<file path="src/source/uart_pkg.sv">
`default_nettype none

package uart_pkg;

    localparam int ADDR_WIDTH = 32;
    localparam int DATA_WIDTH = 32;
    localparam int BAUD_WIDTH = 16;

    localparam logic [ADDR_WIDTH-1:0] ADDR_BAUD_L   = 32'h00; // low byte, or 16 bits with be[1]
    localparam logic [ADDR_WIDTH-1:0] ADDR_BAUD_H   = 32'h04;
    localparam logic [ADDR_WIDTH-1:0] ADDR_STATUS   = 32'h08; // read only
    localparam logic [ADDR_WIDTH-1:0] ADDR_DATA     = 32'h0C; // write pushes tx, read pops rx
    localparam logic [ADDR_WIDTH-1:0] ADDR_INT_EN   = 32'h10;
    localparam logic [ADDR_WIDTH-1:0] ADDR_INT_PEND = 32'h14; // write 1 to clear

    localparam int INT_RX_READY = 0;
    localparam int INT_TX_EMPTY = 1;

    localparam int STAT_RX_READY  = 0;
    localparam int STAT_TX_FULL   = 1;
    localparam int STAT_FRAME_ERR = 2;

    localparam int FIFO_DEPTH = 8;
    localparam logic [BAUD_WIDTH-1:0] BAUD_RESET = 16'd15; // 16 clocks per bit

    typedef struct packed {
        logic [7:0] data;
        logic       frame_err; // stop bit sampled low
    } rx_entry_t;

endpackage

`default_nettype wire
</file>
<file path="src/source/uart_periph.sv">
`default_nettype none

module uart_periph (
    input  wire logic                              clk,
    input  wire logic                              rst_n,
    input  wire logic                              i_enable,
    input  wire logic                              i_wr_en,
    input  wire logic [uart_pkg::ADDR_WIDTH-1:0]   i_addr,
    input  wire logic [uart_pkg::DATA_WIDTH-1:0]   i_data,
    input  wire logic [uart_pkg::DATA_WIDTH/8-1:0] i_be,
    output logic                                   o_ready,
    output logic [uart_pkg::DATA_WIDTH-1:0]        o_data,
    output logic                                   o_bus_err,
    output logic                                   o_irq,
    input  wire logic                              i_rx_pin,
    output logic                                   o_tx_pin
);

    logic [uart_pkg::BAUD_WIDTH-1:0] baud_div; // shared by both paths
    logic                            tx_push;
    logic [7:0]                      tx_byte;
    logic                            tx_full;
    logic                            tx_empty;
    logic                            rx_pop;
    logic                            rx_valid;
    uart_pkg::rx_entry_t             rx_head;

    uart_regs i_regs (
        .clk       (clk),
        .rst_n     (rst_n),
        .i_enable  (i_enable),
        .i_wr_en   (i_wr_en),
        .i_addr    (i_addr),
        .i_data    (i_data),
        .i_be      (i_be),
        .i_tx_full (tx_full),
        .i_tx_empty(tx_empty),
        .i_rx_head (rx_head),
        .i_rx_valid(rx_valid),
        .o_ready   (o_ready),
        .o_data    (o_data),
        .o_bus_err (o_bus_err),
        .o_irq     (o_irq),
        .o_baud_div(baud_div),
        .o_tx_push (tx_push),
        .o_tx_byte (tx_byte),
        .o_rx_pop  (rx_pop)
    );

    uart_tx i_tx (
        .clk       (clk),
        .rst_n     (rst_n),
        .i_baud_div(baud_div),
        .i_push    (tx_push),
        .i_byte    (tx_byte),
        .o_full    (tx_full),
        .o_empty   (tx_empty),
        .o_tx_pin  (o_tx_pin)
    );

    uart_rx i_rx (
        .clk       (clk),
        .rst_n     (rst_n),
        .i_baud_div(baud_div),
        .i_rx_pin  (i_rx_pin),
        .i_pop     (rx_pop),
        .o_head    (rx_head),
        .o_valid   (rx_valid)
    );

endmodule

`default_nettype wire

</file>
<file path="src/source/uart_regs.sv">
`default_nettype none

module uart_regs (
    input  wire logic                              clk,
    input  wire logic                              rst_n,
    input  wire logic                              i_enable,
    input  wire logic                              i_wr_en,
    input  wire logic [uart_pkg::ADDR_WIDTH-1:0]   i_addr,
    input  wire logic [uart_pkg::DATA_WIDTH-1:0]   i_data,
    input  wire logic [uart_pkg::DATA_WIDTH/8-1:0] i_be,
    input  wire logic                              i_tx_full,
    input  wire logic                              i_tx_empty,
    input  wire uart_pkg::rx_entry_t               i_rx_head,
    input  wire logic                              i_rx_valid,
    output logic                                   o_ready,
    output logic [uart_pkg::DATA_WIDTH-1:0]        o_data,
    output logic                                   o_bus_err,
    output logic                                   o_irq,
    output logic [uart_pkg::BAUD_WIDTH-1:0]        o_baud_div,
    output logic                                   o_tx_push,
    output logic [7:0]                             o_tx_byte,
    output logic                                   o_rx_pop
);

    localparam int DW = uart_pkg::DATA_WIDTH;

    typedef enum logic {
        ST_ISSUE,
        ST_RETIRE
    } bus_state_t;

    bus_state_t      state;
    logic            err_q;
    logic [1:0]      int_en;
    logic [1:0]      int_pend;
    logic [1:0]      pend_set;
    logic [1:0]      pend_clr;
    logic            rx_valid_prev;
    logic            tx_empty_prev;
    logic            addr_hit;
    logic            issue;
    logic            wr_fire;
    logic            rd_fire;
    logic [DW-1:0]   rd_val;

    // address decode and read data
    always_comb begin
        addr_hit = 1'b1;
        rd_val   = '0;
        case (i_addr)
            uart_pkg::ADDR_BAUD_L: begin
                if (i_be[1]) begin
                    rd_val = {{(DW-16){1'b0}}, o_baud_div};
                end else begin
                    rd_val = {{(DW-8){1'b0}}, o_baud_div[7:0]};
                end
            end
            uart_pkg::ADDR_BAUD_H: rd_val = {{(DW-8){1'b0}}, o_baud_div[15:8]};
            uart_pkg::ADDR_STATUS: begin
                rd_val[uart_pkg::STAT_RX_READY]  = i_rx_valid;
                rd_val[uart_pkg::STAT_TX_FULL]   = i_tx_full;
                rd_val[uart_pkg::STAT_FRAME_ERR] = i_rx_valid && i_rx_head.frame_err;
            end
            uart_pkg::ADDR_DATA: begin
                if (i_rx_valid) begin
                    rd_val = {{(DW-8){1'b0}}, i_rx_head.data}; // empty fifo reads 0
                end
            end
            uart_pkg::ADDR_INT_EN:   rd_val = {{(DW-2){1'b0}}, int_en};
            uart_pkg::ADDR_INT_PEND: rd_val = {{(DW-2){1'b0}}, int_pend};
            default:                 addr_hit = 1'b0;
        endcase
    end

    assign issue   = i_enable && i_be[0] && !o_ready && !err_q && (state == ST_ISSUE);
    assign wr_fire = issue && addr_hit && i_wr_en;
    assign rd_fire = issue && addr_hit && !i_wr_en;

    // pop lines up with capturing the head into o_data
    assign o_rx_pop = rd_fire && (i_addr == uart_pkg::ADDR_DATA) && i_rx_valid;

    assign pend_clr = (wr_fire && i_addr == uart_pkg::ADDR_INT_PEND) ? i_data[1:0] : 2'b00;

    always_comb begin
        pend_set                        = 2'b00;
        pend_set[uart_pkg::INT_RX_READY] = i_rx_valid && !rx_valid_prev;
        pend_set[uart_pkg::INT_TX_EMPTY] = i_tx_empty && !tx_empty_prev;
    end

    assign o_irq     = |(int_en & int_pend);
    assign o_bus_err = i_enable && err_q; // meaningful only during a transfer

    always_ff @(posedge clk) begin
        if (!rst_n) begin
            state         <= ST_ISSUE;
            err_q         <= 1'b0;
            o_ready       <= 1'b0;
            o_data        <= '0;
            o_baud_div    <= uart_pkg::BAUD_RESET;
            o_tx_push     <= 1'b0;
            int_en        <= 2'b00;
            int_pend      <= 2'b00;
            rx_valid_prev <= 1'b0;
            tx_empty_prev <= 1'b1; // so reset raises no tx-empty edge
        end else begin
            rx_valid_prev <= i_rx_valid;
            tx_empty_prev <= i_tx_empty;
            int_pend      <= (int_pend & ~pend_clr) | pend_set; // new edge wins over clear
            o_tx_push     <= 1'b0;

            if (!i_enable) begin
                o_ready <= 1'b0; // master idles between commands
                err_q   <= 1'b0;
                state   <= ST_ISSUE;
            end else if (!i_be[0]) begin
                err_q   <= 1'b1; // lane 0 is mandatory
                o_ready <= 1'b1;
            end else if (issue && !addr_hit) begin
                err_q   <= 1'b1;
                o_ready <= 1'b1;
            end else if (wr_fire) begin
                case (i_addr)
                    uart_pkg::ADDR_BAUD_L: begin
                        if (i_be[1]) begin
                            o_baud_div <= i_data[15:0];
                        end else begin
                            o_baud_div[7:0] <= i_data[7:0];
                        end
                    end
                    uart_pkg::ADDR_BAUD_H: o_baud_div[15:8] <= i_data[7:0];
                    uart_pkg::ADDR_DATA: begin
                        o_tx_push <= !i_tx_full; // full fifo drops the byte here
                        o_tx_byte <= i_data[7:0];
                    end
                    uart_pkg::ADDR_INT_EN: int_en <= i_data[1:0];
                    default: ; // status is read only, pending handled above
                endcase
                state <= ST_RETIRE;
            end else if (rd_fire) begin
                o_data <= rd_val;
                state  <= ST_RETIRE;
            end else if (state == ST_RETIRE && !o_ready) begin
                o_ready <= 1'b1;
            end
        end
    end

endmodule

`default_nettype wire

</file>
<file path="src/source/uart_rx.sv">
`default_nettype none

module uart_rx (
    input  wire logic                            clk,
    input  wire logic                            rst_n,
    input  wire logic [uart_pkg::BAUD_WIDTH-1:0] i_baud_div,
    input  wire logic                            i_rx_pin,
    input  wire logic                            i_pop,
    output uart_pkg::rx_entry_t                  o_head,
    output logic                                 o_valid
);

    typedef enum logic [1:0] {
        ST_IDLE,
        ST_START,
        ST_DATA,
        ST_STOP
    } rx_state_t;

    rx_state_t                       state;
    logic [1:0]                      sync_q;
    logic                            rx_s;
    logic                            rx_prev;
    logic [uart_pkg::BAUD_WIDTH-1:0] cnt;
    logic [2:0]                      bit_idx;
    logic [7:0]                      shift;
    logic                            fifo_full;
    logic                            fifo_push;
    uart_pkg::rx_entry_t             entry;

    assign rx_s = sync_q[1];

    // entry is built from the live stop sample
    always_comb begin
        entry.data      = shift;
        entry.frame_err = !rx_s;
    end

    // a byte landing on a full fifo is dropped
    assign fifo_push = (state == ST_STOP) && (cnt == '0) && !fifo_full;

    uart_fifo #(
        .payload_t(uart_pkg::rx_entry_t)
    ) i_fifo (
        .clk    (clk),
        .rst_n  (rst_n),
        .i_push (fifo_push),
        .i_data (entry),
        .i_pop  (i_pop),
        .o_head (o_head),
        .o_valid(o_valid),
        .o_full (fifo_full),
        .o_empty()
    );

    always_ff @(posedge clk) begin
        if (!rst_n) begin
            sync_q  <= 2'b11; // line idles high
            rx_prev <= 1'b1;
            state   <= ST_IDLE;
            cnt     <= '0;
            bit_idx <= '0;
        end else begin
            sync_q  <= {sync_q[0], i_rx_pin};
            rx_prev <= rx_s;
            if (state != ST_IDLE && cnt != '0) begin
                cnt <= cnt - 1'b1;
            end else begin
                case (state)
                    ST_IDLE: if (rx_prev && !rx_s) begin
                        cnt   <= i_baud_div >> 1; // go to mid start bit
                        state <= ST_START;
                    end
                    ST_START: begin
                        if (!rx_s) begin
                            cnt     <= i_baud_div;
                            bit_idx <= '0;
                            state   <= ST_DATA;
                        end else begin
                            state <= ST_IDLE; // glitch, not a real start
                        end
                    end
                    ST_DATA: begin
                        shift <= {rx_s, shift[7:1]}; // lsb arrives first
                        cnt   <= i_baud_div;
                        if (bit_idx == 3'd7) begin
                            state <= ST_STOP;
                        end else begin
                            bit_idx <= bit_idx + 1'b1;
                        end
                    end
                    default: state <= ST_IDLE; // stop sampled, entry pushed
                endcase
            end
        end
    end

endmodule

`default_nettype wire

</file>
<file path="src/source/uart_tx.sv">
`default_nettype none

module uart_tx (
    input  wire logic                            clk,
    input  wire logic                            rst_n,
    input  wire logic [uart_pkg::BAUD_WIDTH-1:0] i_baud_div,
    input  wire logic                            i_push,
    input  wire logic [7:0]                      i_byte,
    output logic                                 o_full,
    output logic                                 o_empty,
    output logic                                 o_tx_pin
);

    typedef enum logic [1:0] {
        ST_IDLE,
        ST_START,
        ST_DATA,
        ST_STOP
    } tx_state_t;

    tx_state_t                     state;
    logic [uart_pkg::BAUD_WIDTH-1:0] cnt;
    logic [2:0]                    bit_idx;
    logic [7:0]                    shift;
    logic [7:0]                    fifo_head;
    logic                          fifo_valid;
    logic                          fifo_empty;
    logic                          fifo_pop;

    uart_fifo #(
        .payload_t(logic [7:0])
    ) i_fifo (
        .clk    (clk),
        .rst_n  (rst_n),
        .i_push (i_push),
        .i_data (i_byte),
        .i_pop  (fifo_pop),
        .o_head (fifo_head),
        .o_valid(fifo_valid),
        .o_full (o_full),
        .o_empty(fifo_empty)
    );

    assign fifo_pop = (state == ST_IDLE) && fifo_valid; // take the head as we leave idle
    assign o_empty  = fifo_empty && (state == ST_IDLE);  // nothing queued and line quiet

    always_ff @(posedge clk) begin
        if (!rst_n) begin
            state    <= ST_IDLE;
            cnt      <= '0;
            bit_idx  <= '0;
            o_tx_pin <= 1'b1;
        end else begin
            if (state != ST_IDLE && cnt != '0) begin
                cnt <= cnt - 1'b1;
            end else begin
                case (state)
                    ST_IDLE: if (fifo_valid) begin
                        shift    <= fifo_head;
                        o_tx_pin <= 1'b0; // start bit
                        cnt      <= i_baud_div;
                        state    <= ST_START;
                    end
                    ST_START: begin
                        o_tx_pin <= shift[0]; // lsb first
                        shift    <= shift >> 1;
                        bit_idx  <= '0;
                        cnt      <= i_baud_div;
                        state    <= ST_DATA;
                    end
                    ST_DATA: begin
                        cnt <= i_baud_div;
                        if (bit_idx == 3'd7) begin
                            o_tx_pin <= 1'b1; // stop bit
                            state    <= ST_STOP;
                        end else begin
                            o_tx_pin <= shift[0];
                            shift    <= shift >> 1;
                            bit_idx  <= bit_idx + 1'b1;
                        end
                    end
                    default: state <= ST_IDLE; // stop bit done
                endcase
            end
        end
    end

endmodule

`default_nettype wire

</file>
<file path="src/source/uart_fifo.sv">
`default_nettype none

module uart_fifo #(
    parameter type payload_t = logic [7:0]
) (
    input  wire logic     clk,
    input  wire logic     rst_n,
    input  wire logic     i_push,
    input  wire payload_t i_data,
    input  wire logic     i_pop,
    output payload_t      o_head,
    output logic          o_valid,
    output logic          o_full,
    output logic          o_empty
);

    localparam int DEPTH = uart_pkg::FIFO_DEPTH;
    localparam int PTR_W = $clog2(DEPTH);

    payload_t         mem [DEPTH];
    logic [PTR_W-1:0] wr_ptr;
    logic [PTR_W-1:0] rd_ptr;
    logic [PTR_W:0]   count;
    logic             do_push;
    logic             do_pop;

    assign do_push = i_push && !o_full;  // push into a full fifo is lost
    assign do_pop  = i_pop && !o_empty;

    always_ff @(posedge clk) begin
        if (!rst_n) begin
            wr_ptr <= '0;
            rd_ptr <= '0;
            count  <= '0;
        end else begin
            if (do_push) begin
                wr_ptr <= wr_ptr + 1'b1; // depth is a power of two
            end
            if (do_pop) begin
                rd_ptr <= rd_ptr + 1'b1;
            end
            count <= count + (PTR_W+1)'(do_push) - (PTR_W+1)'(do_pop);
        end
    end

    always_ff @(posedge clk) begin
        if (do_push) begin
            mem[wr_ptr] <= i_data;
        end
    end

    assign o_head  = mem[rd_ptr]; // first word falls through
    assign o_empty = (count == '0);
    assign o_valid = !o_empty;
    assign o_full  = (count == (PTR_W+1)'(DEPTH));

endmodule

`default_nettype wire

</file>
<file path="config.mk">
export PLATFORM = sky130hd
export DESIGN_NAME = uart_periph
export DESIGN_NICKNAME = d
export VERILOG_FILES = /design/src/source/uart_pkg.sv /design/src/source/uart_periph.sv /design/src/source/uart_regs.sv /design/src/source/uart_rx.sv /design/src/source/uart_tx.sv /design/src/source/uart_fifo.sv
export SDC_FILE = /design/constraint.sdc
export NUM_CORES = 1
export LEC_CHECK = 0
export BUFFER_PORTS_ARGS = -buffer_cell sky130_fd_sc_hd__buf_2
export CAP_MARGIN = 20
export CORE_MARGIN = 5
export CORE_UTILIZATION = 59
export DETAILED_ROUTE_END_ITERATION = 8
export HOLD_SLACK_MARGIN = 0.02
export PLACE_DENSITY = 0.76
export SLEW_MARGIN = 20
export SYNTH_ARGS = -nofsm -noshare
export SYNTH_HDL_FRONTEND = slang
export SYNTH_SLANG_ARGS = --single-unit
</file>
<file path="constraint.sdc">
create_clock -name clk -period 3.45 [get_ports clk]
set_input_delay 0.69 -clock clk [delete_from_list [all_inputs] [get_ports clk]]
set_output_delay 0.69 -clock clk [all_outputs]
set_load 0.05 [all_outputs]
</file>
## After elaboration in Yosys (flattened, before gate mapping)

Memory sizes are Yosys's and may differ from the RTL's. A register that Yosys moved wholly into a read port is not among the register bits.
Index checks and enable logic that the tools add are counted.
W data, S select, Z words.

| storage, ports and cells | value |
|---|---|
| register bits after elaboration | 148 |
| bits in writable memories | 136 |
| input bits | 73 |
| output and inout port bits | 36 |
| logic and storage cells | 211 |
| memories | 2 |

Memories:

| memory | words | width | read ports | clocked after memory_dff | wr ports | line | RTL |
|---|---|---|---|---|---|---|---|
| i_rx.i_fifo.mem | 8 | 9 | 1 | 1 | 1 | uart_fifo.sv:20 | `payload_t mem [DEPTH];` |
| i_tx.i_fifo.mem | 8 | 8 | 1 | 1 | 1 | uart_fifo.sv:20 |  |

| operators by class | value |
|---|---|
| $add $sub $neg | 12 |
| eq/ne operators | 29 |
| muxes and demuxes | 50 |
| bitwise operators | 13 |
| reductions and logical operators | 76 |

Operators with widths:

| cell | count |
|---|---|
| $mux W16 | 6 |
| $eq A32 B4 Y1 const B | 2 |
| $eq A32 B5 Y1 const B | 2 |
| $pmux W16 S3 | 1 |
| $pmux W13 S3 | 1 |
| $eq A32 B3 Y1 const B | 1 |
| $logic_not A32 Y1 | 1 |
| $mux W8 | 4 |
| $pmux W16 S2 | 1 |
| $reduce_bool A16 Y1 | 2 |
| $sub A16 B1 Y16 const B | 2 |
| $logic_and A1 B1 Y1 | 27 |
| $pmux W8 S3 | 1 |
| $reduce_and A3 Y1 | 8 |
| $mux W3 | 7 |
| $reduce_and A5 Y1 | 4 |
| $add A3 B1 Y3 const B | 6 |
| $pmux W3 S6 | 1 |
| $logic_not A16 Y1 | 1 |
| $mux W1 | 16 |
| $pmux W8 S2 | 1 |
| $mux W2 | 6 |
| $ne A3 B3 Y1 const B | 4 |
| $pmux W2 S3 | 2 |
| 26 further kinds | 73 |

## Logic depth before layout (Yosys ltp)

Gate-level depths: netlist (run 1).

| depth | value |
|---|---|
| depth in word-level cells | 11 |
| gate-level depth with buffers | 12 |
| gate-level depth less buffers | 11 |

## By module

From an unflattened synthesis (run 1), not the netlist that was laid out.

| unflattened totals | value |
|---|---|
| cells, all modules | 1030 |
| area total of the unflattened synthesis | 12882.4 µm² |

Modules (own cells, without submodules):

| module | instances | cells each | area each (µm²) | sequential area each (µm²) |
|---|---|---|---|---|
| uart_fifo at i_rx.i_fifo | 1 | 184 | 3490.8 | 2422.3 |
| uart_fifo at i_tx.i_fifo | 1 | 173 | 3184.3 | 2182.1 |
| uart_regs | 1 | 274 | 2593.7 | 1081.0 |
| uart_rx | 1 | 208 | 1891.8 | 720.7 |
| uart_tx | 1 | 191 | 1721.7 | 680.7 |

## Worst setup path before layout (run 1)

Ideal clock, no wire load.

| timing | value |
|---|---|
| path kind | reg2reg |
| from | reg i_rx.cnt[0] (netlist bit) |
| to | mem i_rx.i_fifo.mem[0][0] (netlist bit) (enable) |
| arrival | 2667 ps |
| path slack | 384 ps |
| stages on the path, launching flop included | 7 |
| buffers on the path | 0 |
| period minus slack after synthesis | 3066 ps |
| cells stage by stage | dfxtp_1 -> inv_1 -> ha_1 -> or4b_2 -> nor4_2 -> nand2_1 -> nor4_1 |

| between the ends | value |
|---|---|
| cells in the longest elaborated chain, start to end | 6 |

RTL lines:

| what | line | RTL |
|---|---|---|
| start: declaration | uart_rx.sv:24 | `logic [uart_pkg::BAUD_WIDTH-1:0] cnt;` |
| start signal: assignment | uart_rx.sv:67 | `cnt <= cnt - 1'b1;` |
| start signal: assignment | uart_rx.sv:71 | `cnt <= i_baud_div >> 1;` |
| start signal: assignment | uart_rx.sv:76 | `cnt <= i_baud_div;` |
| $logic_not A16 Y1 | uart_rx.sv:40 | `assign fifo_push = (state == ST_STOP) && (cnt == '0) && !fifo_full;` |
| $logic_and A1 B1 Y1 (2 in series) | uart_rx.sv:40 |  |
| $logic_and A1 B1 Y1 | uart_fifo.sv:27 | `assign do_push = i_push && !o_full;` |
| $mux W1 | uart_fifo.sv:47 | `if (do_push) begin` |
| $mux W1 (implied by the code) | uart_fifo.sv:48 | `mem[wr_ptr] <= i_data;` |
| end: declaration | uart_fifo.sv:20 |  |

No other way between the ends.

## Final worst setup path (run 1)

| timing | value |
|---|---|
| from | reg i_rx.cnt[0] (netlist bit) |
| to | reg i_rx.i_fifo.count[2] |

| between the ends | value |
|---|---|
| cells in the longest elaborated chain, start to end | 6 |

RTL lines:

| what | line | RTL |
|---|---|---|
| $logic_not A16 Y1 | uart_rx.sv:40 |  |
| $logic_and A1 B1 Y1 (2 in series) | uart_rx.sv:40 |  |
| $logic_and A1 B1 Y1 | uart_fifo.sv:27 |  |
| $add A4 B1 Y4 | uart_fifo.sv:42 | `count <= count + (PTR_W+1)'(do_push) - (PTR_W+1)'(do_pop);` |
| $sub A4 B1 Y4 | uart_fifo.sv:42 |  |
| end signal: assignment | uart_fifo.sv:42 |  |
| end: declaration | uart_fifo.sv:23 | `logic [PTR_W:0] count;` |

No other way between the ends.
A chain may end at the register's enable or synchronous reset.

==> results of run 1 <==
## critical path, delay by kind of cell (launching register included)
kind | cells | cell delay (ns)
AND/OR/NAND/NOR | 4 | 1.21
adder cells (fa/ha/maj) | 3 | 0.79
XOR/XNOR | 2 | 0.38
flip-flops | 1 | 0.34
buffers and inverters | 1 | 0.09
## worst max path at each step
stage | startpoint | end | cells past startpoint
2_1_floorplan | i_rx.cnt[0] | i_rx.i_fifo.mem[0][0] | 6
3_3_place_gp | i_addr[4] | i_rx.i_fifo.count[3] | 11
3_5_place_dp | i_addr[4] | i_rx.i_fifo.count[3] | 11
4_1_cts | i_rx.cnt[0] | i_rx.i_fifo.count[2] | 10
5_1_grt | i_rx.cnt[0] | i_rx.i_fifo.count[2] | 10
6_report | i_rx.cnt[0] | i_rx.i_fifo.count[2] | 10
## metal layers
layer  up-vias  part of all wire  GRT usage
li1       3968                 -          -
met1      4097              0.42      0.331
met2       306              0.49      0.392
met3        48             0.062     0.0305
met4         0             0.024     0.0597
met5         -                 0          0
## logic make-up (layout without fill, tap and decap cells)
| kind of cell | after synthesis | in the layout | synth area share |
|---|---|---|---|
| and+or+nand+nor | 309 | 309 | 0.131 |
| buffers and inverters | 96 | 183 | 0.0363 |
| other | 1 | 16 | 0.000304 |
| adders and majority gates | 34 | 34 | 0.0357 |
| AOI/OAI and AO/OA | 184 | 184 | 0.101 |
| muxes | 94 | 94 | 0.112 |
| DFF | 274 | 274 | 0.574 |
| xor gates and xnor gates | 13 | 13 | 0.00923 |
## registers in the layout (all words and copies together), names as in the netlist, 2 cells and up, named ones only
| signal | cells |
|---|---|
| i_tx.i_fifo.rd_ptr | 3 |
| i_rx.i_fifo.wr_ptr | 3 |
| i_regs.int_en | 2 |
| i_rx.bit_idx | 3 |
| i_rx.cnt | 16 |
| i_regs.o_data | 16 |
| i_rx.sync_q | 2 |
| i_rx.i_fifo.mem | 72 |
| i_tx.cnt | 16 |
| i_rx.i_fifo.count | 4 |
| i_regs.o_tx_byte | 8 |
| i_rx.state | 2 |
| i_rx.i_fifo.rd_ptr | 3 |
| i_tx.bit_idx | 3 |
| i_regs.o_baud_div | 16 |
| i_rx.shift | 8 |
| i_tx.shift | 8 |
| i_tx.state | 2 |
| i_tx.i_fifo.wr_ptr | 3 |
| i_tx.i_fifo.count | 4 |
| i_regs.int_pend | 2 |
| i_tx.i_fifo.mem | 64 |
## area by class of cell
cell class / count / area (sq um) / share of cell area
clock inverter: 15 / 126 / 0.00910
multi-input combinational: 650 / 4870 / 0.351
tap: 275 / 344 / 0.0248
timing repair buffer: 109 / 633 / 0.0456
inverter: 25 / 93.8 / 0.00676
clock buffer: 34 / 732 / 0.0527
sequential: 274 / 7090 / 0.510
## cells in the final DEF (no fill, tap or decap), types with 15 or more instances in the layout
| master | count |
|---|---|
| edfxtp_1 | 160 |
| dfxtp_1 | 114 |
| inv_1 | 24 |
| nand3_1 | 18 |
| a21oi_1 | 47 |
| mux2_2 | 16 |
| conb_1 | 16 |
| o21ai_0 | 39 |
| mux2i_1 | 44 |
| buf_4 | 35 |
| nand2_1 | 87 |
| nor4_1 | 27 |
| clkbuf_16 | 27 |
| nor3_1 | 23 |
| buf_2 | 74 |
| mux4_2 | 34 |
| o22ai_1 | 15 |
| nor2_1 | 63 |
| ha_1 | 32 |
## power by group through the flow
stage / clock, mW / sequential (mW) / combinational, mW
after CTS: 2.90 / 3.91 / 2.73
final: 2.86 / 3.91 / 2.75
after floorplan: 0 / 3.91 / 2.18
after global routing: 3.04 / 3.94 / 3.07
after detailed placement: 0 / 3.98 / 2.70
after global placement: 0 / 3.97 / 2.64
## stage by stage
stage,instances,cell area [sq um]
2_1_floorplan,1020,12400
3_3_place_gp,1333,13000
3_5_place_dp,1333,13000
4_1_cts,1382,13900
5_1_grt,1382,13900
6_report,1382,13900
==> flow_metrics.py, run 1 <==
metrics = {
    "grt": {
        "grt_pass1_vias": 8153,
        "overflow": 0,
        "antenna_found_initial": 0,
        "grt_util_all_layers": 0.235,
        "grt_max_degree": 35,
        "grt_pass1_wl_um": 44700,
    },
    "pwr": {
        "power_density_nw_per_um2": 686,
        "p_int_mw": 6.47,
        "seqPwrFrac": 0.411,
        "switching_share": 0.320,
        "power_frac_clock": 0.300,
        "ir_drop_v": 0.000451,
        "power_leakage_nw": 4.94,
        "pwr-share-comb": 0.289,
        "power_mw": 9.52,
        "net-switching-power_mw": 3.05,
    },
    "logic_synthesis": {
        "yosysUniqueCellTypes": 78,
        "synth_cells": 1005,
        "synth_edf_count": 160,
        "yosysMostFrequentCell": "edfxtp_1",
        "synth_top_area_cell": "edfxtp_1",
        "synth_warnings": 0,
        "synthTopCellsByCount": "edfxtp_1, dfxtp_1, nand2_1",
        "synth_top_area_frac": 0.389,
        "ys.flop_type": "edfxtp_1",
        "ys_ff_latch": 274,
        "ys_top_cells_by_area": "edfxtp_1, dfxtp_1, mux4_2, mux2i_1, ha_1",
        "postSynthAreaPerCell_sq_um": 12.3,
        "seq_area_frac_synth": 0.574,
        "netlist_area_sq_um": 12300,
        "async_flop_share": 0,
    },
    "detailed_routing": {
        "drt-total-wl_um": 28400,
        "vias": 8419,
        "drt_iter0_drc": 695,
        "vias_per_cell": 6.09,
        "ant_nets": 0,
        "drc": 0,
        "firstDrtPassIters": 5,
        "wire_per_inst_um": 20.5,
    },
    "min_path": {
        "hp-start": "i_rx_pin",
        "hold_path_depth": 2,
        "hp-class": "in2reg",
        "hold_path_end": "i_rx.sync_q[0]",
    },
    "clocking": {
        "numCtsBuffers": 27,
        "hold_buffers": 0,
        "post-cts-setup-buffer-count": 0,
        "max-clock-path-buffers": 3,
        "clkTransAtPathRegs_ns": 0.06,
        "cts_sinks": 274,
        "root_buffer": "clkbuf_16",
        "htreeDepth": 1,
        "clk_latency_ns": 0.54,
        "cts.repair.resized": 0,
        "cts_tree": "yes",
    },
    "sta": {
        "fin_ws_ns": 0.532,
        "fin_skew_ns": 0.0107,
        "hold_viol_final": 0,
        "fmax_mhz": 343,
        "slew_viol_final": 0,
        "period_needed_ns": 2.92,
        "fin_crit_sh": 0.846,
        "worst_pin_slew_ns": 1.01,
        "setup_tns_ns": 0,
        "fin_hold_ws_ns": 0.334,
        "relSlewSlack": 0.325,
        "setup_viol": 0,
        "rsz0062_at_grt": "false",
    },
    "critical_path": {
        "reg2reg_depth": 10,
        "cpPeakStageDelay_ns": 0.63,
        "end_kind": "register",
        "reg2reg_slack_ns": 0.53,
        "path_class": "reg2reg",
        "r2r_end": "i_rx.i_fifo.count[2]",
        "critPathSlowestCell": "or4b_2",
        "timing.rr.start": "i_rx.cnt[0]",
        "worstPathRequired_ns": 3.87,
        "cp-start-kind": "register",
        "cp_max_fo": 8,
        "worstPathCellList": "inv_1 > ha_1 > or4b_2 > nor4_2 > nand2_1 > xnor2_1 > ha_1 > fa_1 > xnor2_1 > nor2_1",
        "crit_arrival_ns": 3.34,
    },
    "floorplan": {
        "io_pins": 109,
        "fp.dieArea_sq_um": 23900,
        "rows": 53,
        "core_sq_um": 20800,
        "start_util": 0.593,
        "die_y_um": 155,
        "die_w_um": 155,
    },
    "flow_run": {
        "maxCapViolCount": 0,
    },
    "placement": {
        "place_congestion": 0.848,
        "io_buffers": 74,
        "place_ws_ns": 0.367,
        "dp_hpwl_um": 19100,
    },
    "layout": {
        "area_growth_pct": 12.6,
        "utilization": 0.667,
        "n_fill_cell": 1530,
        "antennaDiodeCount": 0,
        "drive_gt1_frac": 0.215,
        "nets": 1194,
    },
    "status": {
        "status": "complete, no violations",
    },
}
Note: power is estimated with default switching activity, not from simulation.
==> inputs of run 2 (changes only) <==
--- a/config.mk
+++ b/config.mk
@@ -5,13 +5,14 @@
 export SDC_FILE = /design/constraint.sdc
 export NUM_CORES = 1
 export LEC_CHECK = 0
+export ABC_AREA = 1
 export BUFFER_PORTS_ARGS = -buffer_cell sky130_fd_sc_hd__buf_2
 export CAP_MARGIN = 20
 export CORE_MARGIN = 5
-export CORE_UTILIZATION = 59
+export CORE_UTILIZATION = 54
 export DETAILED_ROUTE_END_ITERATION = 8
 export HOLD_SLACK_MARGIN = 0.02
-export PLACE_DENSITY = 0.76
+export PLACE_DENSITY = 0.73
 export SLEW_MARGIN = 20
 export SYNTH_ARGS = -nofsm -noshare
 export SYNTH_HDL_FRONTEND = slang
==> constraint.sdc (replaced) <==
create_clock -name clk -period 2.4 [get_ports clk]
set_input_delay 0.48 -clock clk [delete_from_list [all_inputs] [get_ports clk]]
set_output_delay 0.48 -clock clk [all_outputs]
set_load 0.05 [all_outputs]
==> run 2 against run 1 <==
  * Core utilization is 2.8 points lower
  * Non-clock buffer count rose by 29
  * Sequential cell count unchanged
  * Highest routed layer unchanged
  * Clock power is 62% higher
  * Area after synthesis rose by 1.5%
  * Combinational power increased by 32%
  * Sequential power up 44%
  * Sequential share of layout area decreased by 2.2 points
  * Clock-buffer cell count up 5
  * Largest cell class unchanged
  * Critical endpoint is now i_rx.i_fifo.count[1]
  * Clock skew up 0.0028 ns
  * Register-to-register slack worse by 0.33 ns
  * Design area grew 4.5%
==> flow_metrics.py, run 2 <==
metrics = {
    "detailed_routing": {
        "drt_iter0_drc": 795,
        "drt-total-wl_um": 29000,
        "vias": 9705,
        "ant_nets": 0,
        "vias_per_cell": 5.49,
        "drc": 0,
        "firstDrtPassIters": 5,
        "wire_per_inst_um": 16.4,
    },
    "grt": {
        "grt_max_degree": 50,
        "antenna_found_initial": 1,
        "grt_pass1_wl_um": 46900,
        "grt_util_all_layers": 0.220,
        "overflow": 0,
        "grt_pass1_vias": 9242,
    },
    "clocking": {
        "htreeDepth": 1,
        "hold_buffers": 0,
        "cts_sinks": 274,
        "clk_latency_ns": 0.54,
        "post-cts-setup-buffer-count": 0,
        "root_buffer": "clkbuf_16",
        "cts.repair.resized": 0,
        "clkTransAtPathRegs_ns": 0.07,
        "max-clock-path-buffers": 3,
        "numCtsBuffers": 29,
        "cts_tree": "yes",
    },
    "logic_synthesis": {
        "postSynthAreaPerCell_sq_um": 9.30,
        "ys_top_cells_by_area": "edfxtp_1, dfxtp_1, nand2_1, nor2_1, o21ai_0",
        "synth_warnings": 0,
        "synth_edf_count": 160,
        "netlist_area_sq_um": 12500,
        "yosysUniqueCellTypes": 47,
        "synth_top_area_cell": "edfxtp_1",
        "synth_top_area_frac": 0.384,
        "synth_cells": 1346,
        "ys_ff_latch": 274,
        "seq_area_frac_synth": 0.566,
        "yosysMostFrequentCell": "nand2_1",
        "synthTopCellsByCount": "nand2_1, nor2_1, edfxtp_1",
        "ys.flop_type": "edfxtp_1",
        "async_flop_share": 0,
    },
    "pwr": {
        "power_density_nw_per_um2": 959,
        "ir_drop_v": 0.000725,
        "power_leakage_nw": 5.78,
        "power_mw": 13.9,
    },
    "sta": {
        "period_needed_ns": 2.21,
        "slew_viol_final": 0,
        "rsz0062_at_grt": "false",
        "setup_viol": 0,
        "fin_crit_sh": 0.922,
        "fin_skew_ns": 0.0135,
        "fmax_mhz": 452,
        "relSlewSlack": 0.613,
        "worst_pin_slew_ns": 0.581,
        "setup_tns_ns": 0,
        "hold_viol_final": 0,
    },
    "critical_path": {
        "r2r_end": "i_tx.i_fifo.count[3]",
        "critPathMostFrequentCell": "nand2_1",
        "reg2reg_slack_ns": 0.20,
        "worstPathRequired_ns": 2.89,
        "worstPathCellList": "buf_2 > nor2_4 > nand2_1 > nor2_2 > nand2_4 > nor2_2 > nor2_1 > nand3_2 > nand2_4 > nor2_4 > inv_2 > o21ai_1 > nand2_1 > ha_2 > fa_2 > nand2_1 > inv_1",
        "path_buf_inv": 3,
        "crit_arrival_ns": 2.70,
        "reg2reg_depth": 13,
        "cp-start-kind": "primary input",
        "critPathTopFamily": "simple AND/OR/NAND/NOR gates",
        "critPathSlowestCell": "fa_2",
        "end_kind": "register",
        "path_class": "in2reg",
        "timing.rr.start": "i_tx.i_fifo.count[2]",
        "cp_max_fo": 7,
        "cpPeakStageDelay_ns": 0.53,
    },
    "floorplan": {
        "rows": 55,
        "die_y_um": 162,
        "start_util": 0.552,
        "fp.dieArea_sq_um": 26300,
        "io_pins": 109,
        "core_sq_um": 22700,
        "die_w_um": 162,
    },
    "min_path": {
        "hold_path_depth": 2,
        "hp-class": "in2reg",
        "hold_path_end": "i_rx.sync_q[0]",
        "hp-start": "i_rx_pin",
    },
    "placement": {
        "io_buffers": 74,
        "place_congestion": 0.874,
        "dp_hpwl_um": 20100,
    },
    "layout": {
        "largestRegisters": "i_rx.i_fifo.mem: 72 flops, i_tx.i_fifo.mem: 64 flops",
        "n_fill_cell": 1808,
        "area_growth_pct": 15.9,
        "largest_reg_flops": 72,
        "drive_gt1_frac": 0.151,
        "nets": 1567,
        "layout_common_cells": "nand2_1, nor2_1, edfxtp_1",
        "layout_commonest_cell": "nand2_1",
        "top_register": "i_rx.i_fifo.mem",
    },
    "flow_run": {
        "maxCapViolCount": 0,
    },
    "status": {
        "status": "complete, no violations",
    },
}
==> run 2: cell count changes after synthesis, moves of 15 or more <==
| cell | before | now |
|---|---|---|
| a21oi_1 | 47 | 83 |
| nor4_1 | 28 | 4 |
| inv_1 | 24 | 109 |
| nand2_1 | 87 | 237 |
| o221ai_1 | 0 | 15 |
| mux4_2 | 34 | 0 |
| nor2_1 | 63 | 172 |
| o21ai_1 | 1 | 26 |
| mux2_2 | 16 | 0 |
| nand3_1 | 18 | 41 |
| o21ai_0 | 39 | 126 |
| mux2i_1 | 44 | 25 |
==> run 2: cell families after synthesis <==
kind of cell / after synthesis / share of synthesized area
XOR/XNOR: 15 / 0.0105
flip-flops: 274 / 0.566
AND/OR/NAND/NOR: 503 / 0.168
adder cells (fa/ha/maj): 34 / 0.0352
other: 1 / 0.000299
buffers and inverters: 191 / 0.0645
AO/OA/AOI/OAI: 303 / 0.136
multiplexers: 25 / 0.0200
==> run 2: worst reg2reg max path, cell delays in order, from the launching register on <==
cell and delay (ns):
dfxtp_1 0.31, inv_1 0.07, ha_1 0.20, nand3_1 0.12, nand2_1 0.08, inv_1 0.19
ha_1 0.24, inv_1 0.06, ha_1 0.28, nand2_1 0.06, nor2_1 0.04, a211oi_1 0.23
o21ai_0 0.12, a21oi_1 0.14
==> run 2: report_power, final <==
part / leakage, nW / internal (mW) / total, mW / switching, mW
sequential: 2.37 / 5.35 / 5.64 / 0.290
combinational: 2.92 / 1.27 / 3.64 / 2.38
clock: 0.483 / 2.88 / 4.63 / 1.75
total: 5.78 / 9.50 / 13.9 / 4.41
==> run 2: area by class of cell <==
cell class,instances,area [sq um],share of cell area
Antenna cell,1,2.50,0.000172
Clock buffer,39,805,0.0554
Clock inverter,13,196,0.0135
Inverter,121,454,0.0313
Multi-Input combinational cell,896,4760,0.328
Sequential cell,274,7090,0.488
Tap cell,285,357,0.0246
Timing Repair Buffer,138,851,0.0586
==> run 2: metal layers <==
metal  track usage  share of wire
met1         0.285           0.42
met2         0.384           0.49
met3        0.0304          0.056
met4        0.0684          0.033
met5             0              0
==> run 2: worst max-delay path by stage <==
stage,end,cells after the start,startpoint
after global placement,i_rx.i_fifo.count[1],17,i_addr[19]
after floorplan,i_rx.i_fifo.count[1],16,i_addr[19]
after global routing,i_tx.i_fifo.count[3],13,i_tx.i_fifo.count[2]
after detailed placement,i_rx.i_fifo.count[1],17,i_addr[19]
after CTS,i_rx.i_fifo.count[1],17,i_addr[19]
final,i_rx.i_fifo.count[1],17,i_addr[19]
==> run 2: per-stage QoR <==
stage | utilization | area, sq um | setup WS, ns | cells | hold WS, ns
final | 0.639 | 14500 | 0.186 | 1767 | 0.136
after global routing | 0.639 | 14500 | 0.00147 | 1767 | 0.136
after CTS | 0.639 | 14500 | 0.0964 | 1766 | 0.119
after detailed placement | 0.595 | 13500 | -0.463 | 1714 | 0.414
after global placement | 0.595 | 13500 | -0.398 | 1714 | 0.398
after floorplan | - | 12700 | -0.187 | 1361 | 0.393
==> inputs of run 3 (changes only) <==
--- a/config.mk
+++ b/config.mk
@@ -8,12 +8,14 @@
 export ABC_AREA = 1
 export BUFFER_PORTS_ARGS = -buffer_cell sky130_fd_sc_hd__buf_2
 export CAP_MARGIN = 20
+export CORE_ASPECT_RATIO = 0.6
 export CORE_MARGIN = 5
-export CORE_UTILIZATION = 54
+export CORE_UTILIZATION = 55
 export DETAILED_ROUTE_END_ITERATION = 8
 export HOLD_SLACK_MARGIN = 0.02
-export PLACE_DENSITY = 0.73
+export PLACE_DENSITY = 0.74
 export SLEW_MARGIN = 20
 export SYNTH_ARGS = -nofsm -noshare
 export SYNTH_HDL_FRONTEND = slang
+export SYNTH_HIERARCHICAL = 1
 export SYNTH_SLANG_ARGS = --single-unit
==> run 3 against run 2 <==
  * Sequential share of layout area down 5.7 points
  * Global-route usage increased by 1.7 points
  * Clock-buffer cell count decreased by 4
  * Core utilization increased by 0.60 points
  * Via count grew 23%
  * Non-clock buffer count grew 27
  * Final cell count increased by 33%
  * First-iteration DRC count up 41%
  * Die area is 12% higher
  * Wire length increased by 23%
  * Register-to-register slack worse by 0.19 ns
  * Clock power is 12% lower
  * Critical path type is now reg2reg
  * Largest cell class unchanged
==> flow_metrics.py, run 3 <==
metrics = {
    "status": {
        "status": "complete, no violations",
    },
    "sta": {
        "setup_viol": 0,
        "fmax_mhz": 418,
        "worst_pin_slew_ns": 0.584,
        "period_needed_ns": 2.39,
        "hold_viol_final": 0,
        "fin_crit_sh": 0.997,
        "relSlewSlack": 0.610,
        "rsz0062_at_grt": "true",
        "fin_skew_ns": 0.0193,
        "slew_viol_final": 0,
        "setup_tns_ns": 0,
    },
    "layout": {
        "largest_reg_flops": 72,
        "area_growth_pct": 14.8,
        "drive_gt1_frac": 0.159,
        "nets": 2082,
        "layout_common_cells": "nand2_1, inv_1, nor2_1",
        "largestRegisters": "i_rx/i_fifo/mem: 72 flops, i_tx/i_fifo/mem: 64 flops",
        "final_cells": 2348,
        "top_register": "i_rx/i_fifo/mem",
        "layout_commonest_cell": "nand2_1",
    },
    "floorplan": {
        "fp.dieArea_sq_um": 29500,
        "die_w_um": 218,
        "io_pins": 109,
        "die_y_um": 135,
        "core_sq_um": 25500,
        "start_util": 0.562,
        "rows": 45,
    },
    "clocking": {
        "hold_buffers": 0,
        "numCtsBuffers": 26,
        "clkTransAtPathRegs_ns": 0.07,
        "cts_sinks": 274,
        "cts_tree": "yes",
        "htreeDepth": 1,
        "max-clock-path-buffers": 3,
        "root_buffer": "clkbuf_16",
        "clk_latency_ns": 0.54,
    },
    "logic_synthesis": {
        "synth_cells": 1838,
        "netlist_area_sq_um": 14300,
        "synth_warnings": 6,
        "postSynthAreaPerCell_sq_um": 7.80,
    },
    "critical_path": {
        "critPathMostFrequentCell": "nand2_2",
        "startpoint": "i_rx/cnt[0]",
        "end_kind": "register",
        "worstPathCellList": "inv_2 > ha_4 > inv_2 > nor2_4 > nand2_2 > nor2_4 > nand2_2 > nor3b_2 > buf_4 > a21boi_4 > inv_1 > nand2_2 > nand2_2 > ha_4 > inv_2 > fa_2 > nor2_2",
        "cp-start-kind": "register",
        "crit_arrival_ns": 2.88,
        "timing.rr.start": "i_rx/cnt[0]",
        "cp_max_fo": 3,
        "critPathSlowestCell": "fa_2",
        "cpPeakStageDelay_ns": 0.42,
        "worstPathRequired_ns": 2.89,
        "path_class": "reg2reg",
    },
    "min_path": {
        "hp-class": "in2reg",
        "hp-start": "i_rx_pin",
    },
    "grt": {
        "antenna_found_initial": 0,
        "grt_pass1_wl_um": 56700,
        "grt_pass1_vias": 10900,
        "overflow": 0,
        "grt_util_all_layers": 0.237,
        "grt_max_degree": 45,
    },
    "pwr": {
        "net-switching-power_mw": 5.40,
        "power_leakage_nw": 7.96,
        "power_density_nw_per_um2": 900,
        "seqPwrFrac": 0.384,
        "p_int_mw": 9.40,
        "power_frac_clock": 0.276,
        "ir_drop_v": 0.000547,
        "pwr-share-comb": 0.340,
        "switching_share": 0.365,
    },
    "placement": {
        "place_congestion": 0.888,
        "dp_hpwl_um": 25200,
        "io_buffers": 74,
        "post-place-cells": 2298,
    },
    "detailed_routing": {
        "firstDrtPassIters": 7,
        "wire_per_inst_um": 15.2,
        "drt-total-wl_um": 35600,
        "drt_iter0_drc": 1117,
        "vias_per_cell": 5.08,
        "ant_nets": 0,
        "drc": 0,
        "vias": 11900,
    },
    "flow_run": {
        "maxCapViolCount": 0,
    },
}
==> run 3: layout make-up <==
class,instances,area (sq um)
well taps,352,440
clock buffers,35,787
repair buffers,165,1150
clock inverters,12,80.1
inverters,299,1130
flip-flops and latches,274,7090
multi-input cells,1210,5780
diodes,1,2.50
fillers,2090,9050
==> run 3: final timing paths <==
check | slack, ns | end | depth (start not counted)
hold / removal | 0.14 | i_rx/sync_q[0] | 2
setup reg to reg | 0.008 | i_rx/i_fifo/count[1] | 17
setup / recovery | 0.008 | i_rx/i_fifo/count[1] | 17
hold reg to reg | 0.41 | i_rx/sync_q[1] | 1
==> run 3: worst max-delay path: cells and delay by family, from the launching register on <==
family	cells	cell delay (ns)
buffers and inverters	5	0.37
adder cells (fa/ha/maj)	3	0.72
AND/OR/NAND/NOR	8	0.69
AO/OA/AOI/OAI	1	0.22
flip-flops	1	0.33
==> run 3: through the flow <==
stage	power [mW]	instance area, sq um	util	hold slack [ns]	setup WS (ns)
3_3_place_gp	10.4	15500	0.607	0.394	-0.320
2_1_floorplan	9.44	14500	-	0.393	-0.444
4_1_cts	14.7	16400	0.642	0.119	0.00610
5_1_grt	15.8	16500	0.645	0.135	-0.0961
3_5_place_dp	10.6	15500	0.607	0.400	-0.376
6_report	14.8	16500	0.645	0.136	0.00753
==> run 3: timing repair <==
item	in CTS	in global routing
pin swaps	1	4
resized for setup	7	16
endpoints found under the setup margin	2	40
endpoints found under the hold margin	0	0
setup buffers	1	1
gates cloned	0	1
==> run 3: per-layer routing <==
layer  track usage  up-vias  routed length [um]
met5             0        -                   0
met4        0.0425        0                 602
met3        0.0562       46                3740
met2         0.344      474               14700
met1         0.365     5459               16600
li1              -     5942                   -
==> run 3: power groups by stage <==
stage | registers (mW) | clock network [mW] | logic, mW
after CTS | 5.68 | 4.15 | 4.88
after floorplan | 5.72 | 0 | 3.71
after global routing | 5.74 | 4.38 | 5.69
after global placement | 5.76 | 0 | 4.69
after detailed placement | 5.78 | 0 | 4.84
final | 5.69 | 4.09 | 5.03
